[src/mips16_pkg.sv]
package mips16_pkg;

  localparam int word_w     = 16;  // data and address width
  localparam int reg_addr_w = 3;   // eight registers

  // opcodes in bits [15:13]
  localparam logic [2:0] op_add_r = 3'd0;
  localparam logic [2:0] op_slti  = 3'd1;
  localparam logic [2:0] op_j     = 3'd2;
  localparam logic [2:0] op_jal   = 3'd3;
  localparam logic [2:0] op_lw    = 3'd4;
  localparam logic [2:0] op_sw    = 3'd5;
  localparam logic [2:0] op_beq   = 3'd6;
  localparam logic [2:0] op_addi  = 3'd7;

  // R-type funct codes in bits [3:0]
  localparam logic [3:0] fn_add = 4'd0;
  localparam logic [3:0] fn_sub = 4'd1;
  localparam logic [3:0] fn_and = 4'd2;
  localparam logic [3:0] fn_or  = 4'd3;
  localparam logic [3:0] fn_slt = 4'd4;
  localparam logic [3:0] fn_mul = 4'd5;
  localparam logic [3:0] fn_sll = 4'd6;
  localparam logic [3:0] fn_srl = 4'd7;
  localparam logic [3:0] fn_jr  = 4'd8;  // jump register with target in rs

  // ALU operations
  localparam logic [2:0] alu_add = 3'd0;
  localparam logic [2:0] alu_sub = 3'd1;
  localparam logic [2:0] alu_and = 3'd2;
  localparam logic [2:0] alu_or  = 3'd3;
  localparam logic [2:0] alu_slt = 3'd4;  // unsigned compare
  localparam logic [2:0] alu_mul = 3'd5;  // low bytes only
  localparam logic [2:0] alu_sll = 3'd6;
  localparam logic [2:0] alu_srl = 3'd7;

  // register format
  typedef struct packed {
    logic [2:0]            opcode;
    logic [reg_addr_w-1:0] rs;
    logic [reg_addr_w-1:0] rt;
    logic [reg_addr_w-1:0] rd;
    logic [3:0]            funct;
  } r_fmt_t;

  // immediate format whose rs, rt and imm also form the 13-bit jump target
  typedef struct packed {
    logic [2:0]            opcode;
    logic [reg_addr_w-1:0] rs;
    logic [reg_addr_w-1:0] rt;
    logic [6:0]            imm;
  } i_fmt_t;

  typedef union packed {
    r_fmt_t r;
    i_fmt_t i;
  } instr_t;

endpackage

[src/alu.sv]
`timescale 1ns/1ps

module alu (
  input  logic [mips16_pkg::word_w-1:0] a,
  input  logic [mips16_pkg::word_w-1:0] b,
  input  logic [2:0]                    alu_ctrl,
  output logic [mips16_pkg::word_w-1:0] result,
  output logic                          zero
);

  logic [mips16_pkg::word_w-1:0] shl;
  logic [mips16_pkg::word_w-1:0] a_rev;
  logic [mips16_pkg::word_w-1:0] shr_rev;
  logic [mips16_pkg::word_w-1:0] shr;

  barrel_shifter u_shl (
    .din(a), .shamt(b[3:0]), .dout(shl)
  );

  // right shift = left shift of the bit-reversed word
  assign a_rev = {<<{a}};

  barrel_shifter u_shr (
    .din(a_rev), .shamt(b[3:0]), .dout(shr_rev)
  );

  assign shr = {<<{shr_rev}};

  always_comb begin
    case (alu_ctrl)
      mips16_pkg::alu_add: result = a + b;
      mips16_pkg::alu_sub: result = a - b;
      mips16_pkg::alu_and: result = a & b;
      mips16_pkg::alu_or:  result = a | b;
      mips16_pkg::alu_slt: result = (a < b) ? 16'd1 : 16'd0;  // unsigned
      mips16_pkg::alu_mul: result = {8'd0, a[7:0]} * {8'd0, b[7:0]};
      mips16_pkg::alu_sll: result = shl;
      mips16_pkg::alu_srl: result = shr;
      default:             result = a + b;
    endcase
  end

  assign zero = (result == '0);

endmodule

[src/barrel_shifter.sv]
`timescale 1ns/1ps

module barrel_shifter (
  input  logic [15:0] din,
  input  logic [3:0]  shamt,
  output logic [15:0] dout
);

  logic [15:0] st1;
  logic [15:0] st2;
  logic [15:0] st4;

  // log stages with zero fill from the right
  assign st1  = shamt[0] ? {din[14:0], 1'b0}  : din;
  assign st2  = shamt[1] ? {st1[13:0], 2'b00} : st1;
  assign st4  = shamt[2] ? {st2[11:0], 4'h0}  : st2;
  assign dout = shamt[3] ? {st4[7:0], 8'h00}  : st4;  // by 8

endmodule

[src/data_mem.sv]
`timescale 1ns/1ps

module data_mem #(
  parameter int words = 256
) (
  input  logic                          clk,
  input  logic [mips16_pkg::word_w-1:0] addr,
  input  logic [mips16_pkg::word_w-1:0] wr_data,
  input  logic                          wr_en,
  input  logic                          rd_en,
  output logic [mips16_pkg::word_w-1:0] rd_data
);

  localparam int aw = $clog2(words);

  logic [mips16_pkg::word_w-1:0] mem [words];
  logic [aw-1:0] word_addr;

  assign word_addr = addr[aw:1];  // byte address to word index

  initial begin
    for (int i = 0; i < words; i++)
      mem[i] = '0;
  end

  always_ff @(posedge clk) begin
    if (wr_en)
      mem[word_addr] <= wr_data;
  end

  assign rd_data = rd_en ? mem[word_addr] : '0;

  a_rd_wr_excl: assert property (
    @(posedge clk) !$isunknown({wr_en, rd_en}) |-> !(wr_en && rd_en)
  ) else $error("data memory read and write in the same cycle");

endmodule

[src/main_decoder.sv]
`timescale 1ns/1ps

module main_decoder (
  input  mips16_pkg::instr_t                instr,
  output logic [mips16_pkg::reg_addr_w-1:0] rs_addr,
  output logic [mips16_pkg::reg_addr_w-1:0] rt_addr,
  output logic [mips16_pkg::reg_addr_w-1:0] wr_addr,
  output logic [mips16_pkg::word_w-1:0]     imm_ext,
  output logic [mips16_pkg::word_w-1:0]     jump_target,
  output logic [2:0]                        alu_ctrl,
  output logic                              alu_src,
  output logic                              reg_write,
  output logic                              mem_read,
  output logic                              mem_write,
  output logic                              branch,
  output logic                              jump,
  output logic                              jr_sel,
  output logic                              link
);

  logic r_type;
  logic zero_ext;
  logic [2:0] funct_op;

  // opcode to control set
  always_comb begin
    r_type    = 1'b0;
    zero_ext  = 1'b0;
    alu_src   = 1'b0;
    reg_write = 1'b0;
    mem_read  = 1'b0;
    mem_write = 1'b0;
    branch    = 1'b0;
    jump      = 1'b0;
    link      = 1'b0;
    alu_ctrl  = mips16_pkg::alu_add;
    case (instr.r.opcode)
      mips16_pkg::op_add_r: begin
        r_type    = 1'b1;
        reg_write = 1'b1;
        alu_ctrl  = funct_op;
      end
      mips16_pkg::op_slti: begin
        zero_ext  = 1'b1;  // imm compares as unsigned
        alu_src   = 1'b1;
        reg_write = 1'b1;
        alu_ctrl  = mips16_pkg::alu_slt;
      end
      mips16_pkg::op_j: jump = 1'b1;
      mips16_pkg::op_jal: begin
        jump      = 1'b1;
        link      = 1'b1;
        reg_write = 1'b1;  // r7 <= pc+2
      end
      mips16_pkg::op_lw: begin
        alu_src   = 1'b1;
        reg_write = 1'b1;
        mem_read  = 1'b1;
      end
      mips16_pkg::op_sw: begin
        alu_src   = 1'b1;
        mem_write = 1'b1;
      end
      mips16_pkg::op_beq: begin
        branch   = 1'b1;
        alu_ctrl = mips16_pkg::alu_sub;
      end
      mips16_pkg::op_addi: begin
        alu_src   = 1'b1;
        reg_write = 1'b1;
      end
      default: ;
    endcase
  end

  // R-type funct to ALU op
  always_comb begin
    case (instr.r.funct)
      mips16_pkg::fn_sub: funct_op = mips16_pkg::alu_sub;
      mips16_pkg::fn_and: funct_op = mips16_pkg::alu_and;
      mips16_pkg::fn_or:  funct_op = mips16_pkg::alu_or;
      mips16_pkg::fn_slt: funct_op = mips16_pkg::alu_slt;
      mips16_pkg::fn_mul: funct_op = mips16_pkg::alu_mul;
      mips16_pkg::fn_sll: funct_op = mips16_pkg::alu_sll;
      mips16_pkg::fn_srl: funct_op = mips16_pkg::alu_srl;
      default:            funct_op = mips16_pkg::alu_add;  // fn_add and up
    endcase
  end

  assign jr_sel = r_type && (instr.r.funct == mips16_pkg::fn_jr);

  assign rs_addr = instr.r.rs;
  assign rt_addr = instr.r.rt;
  // jal links to r7 and jr still writes its rd
  assign wr_addr = link ? 3'd7 : (r_type ? instr.r.rd : instr.r.rt);

  assign imm_ext = zero_ext ? {9'd0, instr.i.imm} : {{9{instr.i.imm[6]}}, instr.i.imm};

  // 13-bit target as a byte address with region bits added in pc_unit
  assign jump_target = {2'b00, instr.i.rs, instr.i.rt, instr.i.imm, 1'b0};

endmodule

[src/mips16_top.sv]
`timescale 1ns/1ps

module mips16_top #(
  parameter int dmem_words = 256
) (
  input  logic                          clk,
  input  logic                          reset,
  input  logic [mips16_pkg::word_w-1:0] instr,
  output logic [mips16_pkg::word_w-1:0] pc,
  output logic [mips16_pkg::word_w-1:0] alu_result
);

  logic [mips16_pkg::word_w-1:0]     pc_plus2;
  logic [mips16_pkg::reg_addr_w-1:0] rs_addr;
  logic [mips16_pkg::reg_addr_w-1:0] rt_addr;
  logic [mips16_pkg::reg_addr_w-1:0] wr_addr;
  logic [mips16_pkg::word_w-1:0]     imm_ext;
  logic [mips16_pkg::word_w-1:0]     jump_target;
  logic [2:0]                        alu_ctrl;
  logic alu_src, reg_write, mem_read, mem_write;
  logic branch, jump, jr_sel, link;
  logic [mips16_pkg::word_w-1:0]     rd_data_1;
  logic [mips16_pkg::word_w-1:0]     rd_data_2;
  logic [mips16_pkg::word_w-1:0]     alu_b;
  logic                              zero;
  logic [mips16_pkg::word_w-1:0]     mem_rd_data;
  logic [mips16_pkg::word_w-1:0]     wr_data;
  logic [mips16_pkg::word_w-1:0]     branch_offset;
  logic                              branch_taken;

  main_decoder u_dec (
    .instr(instr), .rs_addr(rs_addr), .rt_addr(rt_addr), .wr_addr(wr_addr),
    .imm_ext(imm_ext), .jump_target(jump_target), .alu_ctrl(alu_ctrl),
    .alu_src(alu_src), .reg_write(reg_write), .mem_read(mem_read),
    .mem_write(mem_write), .branch(branch), .jump(jump), .jr_sel(jr_sel),
    .link(link)
  );

  reg_file u_regs (
    .clk(clk), .reset(reset), .wr_en(reg_write), .wr_addr(wr_addr),
    .wr_data(wr_data), .rd_addr_1(rs_addr), .rd_data_1(rd_data_1),
    .rd_addr_2(rt_addr), .rd_data_2(rd_data_2)
  );

  assign alu_b = alu_src ? imm_ext : rd_data_2;  // immediate or rt

  alu u_alu (
    .a(rd_data_1), .b(alu_b), .alu_ctrl(alu_ctrl), .result(alu_result), .zero(zero)
  );

  data_mem #(.words(dmem_words)) u_dmem (
    .clk(clk), .addr(alu_result), .wr_data(rd_data_2), .wr_en(mem_write),
    .rd_en(mem_read), .rd_data(mem_rd_data)
  );

  // writeback of return address, load data or ALU result
  always_comb begin
    if (link)
      wr_data = pc_plus2;
    else if (mem_read)
      wr_data = mem_rd_data;
    else
      wr_data = alu_result;
  end

  assign branch_taken  = branch & zero;  // beq compares by subtract
  assign branch_offset = {imm_ext[mips16_pkg::word_w-2:0], 1'b0};

  pc_unit u_pc (
    .clk(clk), .reset(reset), .jump(jump), .jr_sel(jr_sel),
    .branch_taken(branch_taken), .jump_target(jump_target),
    .branch_offset(branch_offset), .jr_addr(rd_data_1),
    .pc(pc), .pc_plus2(pc_plus2)
  );

endmodule

[src/pc_unit.sv]
`timescale 1ns/1ps

module pc_unit (
  input  logic                          clk,
  input  logic                          reset,
  input  logic                          jump,
  input  logic                          jr_sel,
  input  logic                          branch_taken,
  input  logic [mips16_pkg::word_w-1:0] jump_target,
  input  logic [mips16_pkg::word_w-1:0] branch_offset,
  input  logic [mips16_pkg::word_w-1:0] jr_addr,
  output logic [mips16_pkg::word_w-1:0] pc,
  output logic [mips16_pkg::word_w-1:0] pc_plus2
);

  // top two bits of the jump address come from pc+2
  localparam logic [mips16_pkg::word_w-1:0] region_mask =
    {2'b11, {(mips16_pkg::word_w-2){1'b0}}};

  logic [mips16_pkg::word_w-1:0] jump_pc;
  logic [mips16_pkg::word_w-1:0] pc_next;

  assign pc_plus2 = pc + mips16_pkg::word_w'(2);
  assign jump_pc  = (pc_plus2 & region_mask) | jump_target;

  // jr first, then j/jal, then taken beq
  always_comb begin
    if (jr_sel)
      pc_next = jr_addr;
    else if (jump)
      pc_next = jump_pc;
    else if (branch_taken)
      pc_next = pc_plus2 + branch_offset;  // offset already sign extended
    else
      pc_next = pc_plus2;
  end

  always_ff @(posedge clk or posedge reset) begin
    if (reset)
      pc <= '0;
    else
      pc <= pc_next;
  end

  // jumps never carry a branch compare
  a_no_jump_and_branch: assert property (
    @(posedge clk) disable iff (reset) !(jump && branch_taken)
  ) else $error("jump and taken branch in the same cycle");

endmodule

[src/reg_file.sv]
`timescale 1ns/1ps

module reg_file (
  input  logic                              clk,
  input  logic                              reset,
  input  logic                              wr_en,
  input  logic [mips16_pkg::reg_addr_w-1:0] wr_addr,
  input  logic [mips16_pkg::word_w-1:0]     wr_data,
  input  logic [mips16_pkg::reg_addr_w-1:0] rd_addr_1,
  output logic [mips16_pkg::word_w-1:0]     rd_data_1,
  input  logic [mips16_pkg::reg_addr_w-1:0] rd_addr_2,
  output logic [mips16_pkg::word_w-1:0]     rd_data_2
);

  logic [mips16_pkg::word_w-1:0] regs [2**mips16_pkg::reg_addr_w];

  always_ff @(posedge clk or posedge reset) begin
    if (reset) begin
      for (int i = 0; i < 2**mips16_pkg::reg_addr_w; i++)
        regs[i] <= '0;
    end else if (wr_en) begin
      regs[wr_addr] <= wr_data;  // r0 may be written but reads mask it
    end
  end

  assign rd_data_1 = (rd_addr_1 == '0) ? '0 : regs[rd_addr_1];
  assign rd_data_2 = (rd_addr_2 == '0) ? '0 : regs[rd_addr_2];

  // no unknown values reach the datapath once out of reset
  a_rd_known: assert property (
    @(posedge clk) disable iff (reset) !$isunknown({rd_data_1, rd_data_2})
  ) else $error("register read returned X");

endmodule

[config.mk]
export PLATFORM = sky130hd
export DESIGN_NAME = mips16_top
export DESIGN_NICKNAME = d
export VERILOG_FILES = /design/src/mips16_pkg.sv /design/src/alu.sv /design/src/barrel_shifter.sv /design/src/data_mem.sv /design/src/main_decoder.sv /design/src/mips16_top.sv /design/src/pc_unit.sv /design/src/reg_file.sv
export SDC_FILE = /design/constraint.sdc
export NUM_CORES = 2
export LEC_CHECK = 0
export BUFFER_PORTS_ARGS = -buffer_cell sky130_fd_sc_hd__clkbuf_2
export CELL_PAD_IN_SITES_DETAIL_PLACEMENT = 0
export CELL_PAD_IN_SITES_GLOBAL_PLACEMENT = 1
export CORE_MARGIN = 2
export CORE_UTILIZATION = 30
export CTS_CLUSTER_DIAMETER = 30
export DETAILED_ROUTE_END_ITERATION = 6
export PLACE_DENSITY_LB_ADDON = 0.1
export SYNTH_ARGS = -nofsm -noshare
export SYNTH_HDL_FRONTEND = slang
export SYNTH_HIERARCHICAL = 1
export SYNTH_SLANG_ARGS = --single-unit
[constraint.sdc]
create_clock -name clk -period 41.9 [get_ports clk]
set_clock_uncertainty 0.2 [all_clocks]
set_input_delay 0 -clock clk [delete_from_list [all_inputs] [get_ports clk]]
set_output_delay 0 -clock clk [all_outputs]
set_load 0.03 [all_outputs]
==> impl_metrics.toml <==
[route]
dr.first_iter.drc_count = 9259
finalWirelength_um = 588000
drtAntennaViolNets = 0
via_per_inst = 5.17
wire_per_inst_um = 31.4
dr_total_vias = 96900
remaining_drc_errors = 0
first_pass_iters = 6

[cells_and_area]
drive_gt1_share_pct = 28.5
area_delta_synth_final_pct = 27.9
layout_common_cells = "edfxtp_1, clkbuf_16, mux2i_1, mux4_2, buf_4"
fillers = 52200
stdcell_area_um2 = 220000
mostFrequentLayoutCell = "edfxtp_1"
post-route-util_pct = 38.4
instances_no_fill = 18700
layout.nets = 10500

[timing]
rsz0062_at_grt = "no"
min_period_ns = 12.11
max_freq_mhz = 82.6
tns_ns = 0
slew_headroom_pct = 2.62
slew_violations = 0
worst_slew_pin_slew_ns = 1.46
fin_crit_sh_pct = 28.9
finalHoldViolCount = 0
holdWs_ns = 0.302
worst_slack_ns = 29.79
final-setup-viol-count = 0

[grt]
grt_usage_pct = 20.0
grt_overflow_total = 0
grt_pass1_wl_um = 811000
antenna_found_initial = 48
grt_max_degree = 194
grt_pass1_vias = 100000

[clock_tree]
cts-resized-gates = 0
cts_setup_buffers = 0
ctsHoldBuffers = 65
clk_pin_slew_ns = 0.04
cts_tree = "built"
worstSkewPairLatency_ns = 1.17
cts.sinks = 4224
clock_path_buffers = 5
numCtsBuffers = 1145
htree_levels = 7
cts_root_buf = "clkbuf_16"

[place]
dpl_cell_area_um2 = 184000
port_buffers = 49
place_inst = 16700
dp_slack_ns = 29.45
place.gp.congestion = 0.803
dp_hpwl_um = 352000

[logic_synthesis]
netlist_instances = 9242
ys_ff_latch = 4224
async_flop_share_pct = 3.03
ys_top_cells_by_area = "edfxtp_1, mux4_2, mux2i_1"
ys.flop_type = "edfxtp_1"
synth_cell_types = 109
avgSynthCellArea_um2 = 18.6
synth_top_area_share_pct = 71.5
ys_warn_count = 6
synth_edf_count = 4096
synth_seq_area_share_pct = 73.3
syn_area_um2 = 172000
yosysTopAreaCell = "edfxtp_1"

[die]
dieWidth_um = 762
core-area_um2 = 573000
start_util_pct = 30.1
rows = 278
die_h_um = 762
io_pins = 50
dieArea_um2 = 580000

[setup_path]
arrival_ns = 12.92
crit_top_cell = "buf_4"
worstPathRequired_ns = 42.72
crit_path_max_incr_delay_ns = 0.97
worstSetupStartpointType = "input port"
criticalPathCategory = "in2reg"
cp-end-kind = "flop"
path_max_fanout = 58
cp_slowest_cell = "nor3_1"

[power]
vdd_drop_max_mv = 0.0738
powerDensity_nw_per_um2 = 86.6
total_power_mw = 19.1
cellLeakagePower_nw = 74.5

[min_path]
hold_path.class = "in2reg"

[flow_run]
max_cap_viol_count = 0

[outcome]
status = "finished, final reports clean"
area by class of cell:
| type | count | area (um^2) | area share [%] |
|---|---|---|---|
| Clock buffer | 1344 | 30000 | 13.6 |
| Inverter | 140 | 528 | 0.240 |
| Timing Repair Buffer | 571 | 4580 | 2.08 |
| Sequential cell | 4224 | 126000 | 57.3 |
| Clock inverter | 603 | 5800 | 2.64 |
| Tap cell | 7560 | 9460 | 4.30 |
| Antenna cell | 20 | 50.0 | 0.0227 |
| Multi-Input combinational cell | 4282 | 43600 | 19.8 |
cells in the mapped netlist, types with 11 or more instances:
| library cell | count |
|---|---|
| a211oi_1 | 17 |
| buf_4 | 107 |
| o21ai_0 | 107 |
| nand2b_1 | 28 |
| buf_2 | 209 |
| o21a_1 | 16 |
| a22oi_1 | 251 |
| inv_1 | 131 |
| nor3_1 | 57 |
| o21ai_1 | 32 |
| ha_1 | 103 |
| o211ai_1 | 15 |
| or3_1 | 11 |
| edfxtp_1 | 4096 |
| buf_1 | 45 |
| nor4_1 | 14 |
| a22o_1 | 15 |
| nand2_1 | 224 |
| xor2_1 | 20 |
| nor2b_1 | 36 |
| a32oi_1 | 22 |
| o22ai_1 | 210 |
| a31oi_1 | 55 |
| nand4_1 | 56 |
| and2_1 | 15 |
| xnor2_1 | 30 |
| mux2i_1 | 1017 |
| a211o_1 | 18 |
| dfrtp_1 | 128 |
| or4_1 | 45 |
| nand3_1 | 103 |
| a21oi_1 | 144 |
| a21o_1 | 17 |
| o221ai_1 | 20 |
| nor2_1 | 377 |
| mux4_2 | 596 |
| a222oi_1 | 16 |
| mux2_4 | 22 |
| fa_1 | 39 |
| a221oi_1 | 201 |
| mux2_2 | 185 |
| clkbuf_1 | 219 |
| buf_6 | 14 |
critical path: cells and delay by family:
family / cells / cell delay, ns
buf+inv: 14 / 5.25
simple gates: 6 / 2.44
compound gates: 6 / 1.78
mux: 3 / 1.29
fa+ha+maj: 4 / 1.88
flip-flops by register name, indices dropped and copies added, names as in the netlist:
register / count
u_dmem/mem: 4096
u_pc/pc: 16
u_regs/regs: 112
cells by family after synthesis:
kind of cell             count (synthesis)  synth area share, %
buffers and inverters                  738                 2.08
multiplexers                          1820                 15.1
other                                    2              0.00436
adder cells (fa/ha/maj)                142                 1.20
AND/OR/NAND/NOR                       1033                 2.92
AO/OA/AOI/OAI                         1232                 5.10
flip-flops                            4224                 73.3
XOR/XNOR                                51                0.264
path summary, 6_finish.rpt:
path	endpoint	slack [ns]	start	depth (start not counted)
max	u_regs/regs[19]	29.79	instr[8]	33
min	u_pc/pc[15]	0.30	instr[10]	7
max reg2reg	u_regs/regs[19]	30.27	u_regs/regs[65]	30
min reg2reg	u_regs/regs[75]	0.32	u_regs/regs[75]	1
max in group asynchronous	u_regs/regs[102]	39.64	reset	6
min in group asynchronous	u_regs/regs[18]	0.62	reset	5
metal layers:
metal  vias up  track usage, %  share of wire [%]
li1      40500               -                  -
met1     52100            27.2                 44
met2      3450            32.0                 48
met3       829            4.34                5.7
met4         6            6.19                2.4
met5         -               0             0.0070
power by group:
part / switching (mW) / internal (mW) / leakage [nW] / total (mW)
Sequential: 0.0584 / 5.09 / 38.5 / 5.15
Combinational: 3.99 / 1.85 / 18.6 / 5.84
Clock: 2.42 / 5.65 / 17.4 / 8.07
Note: power is estimated with default switching activity, not from simulation.
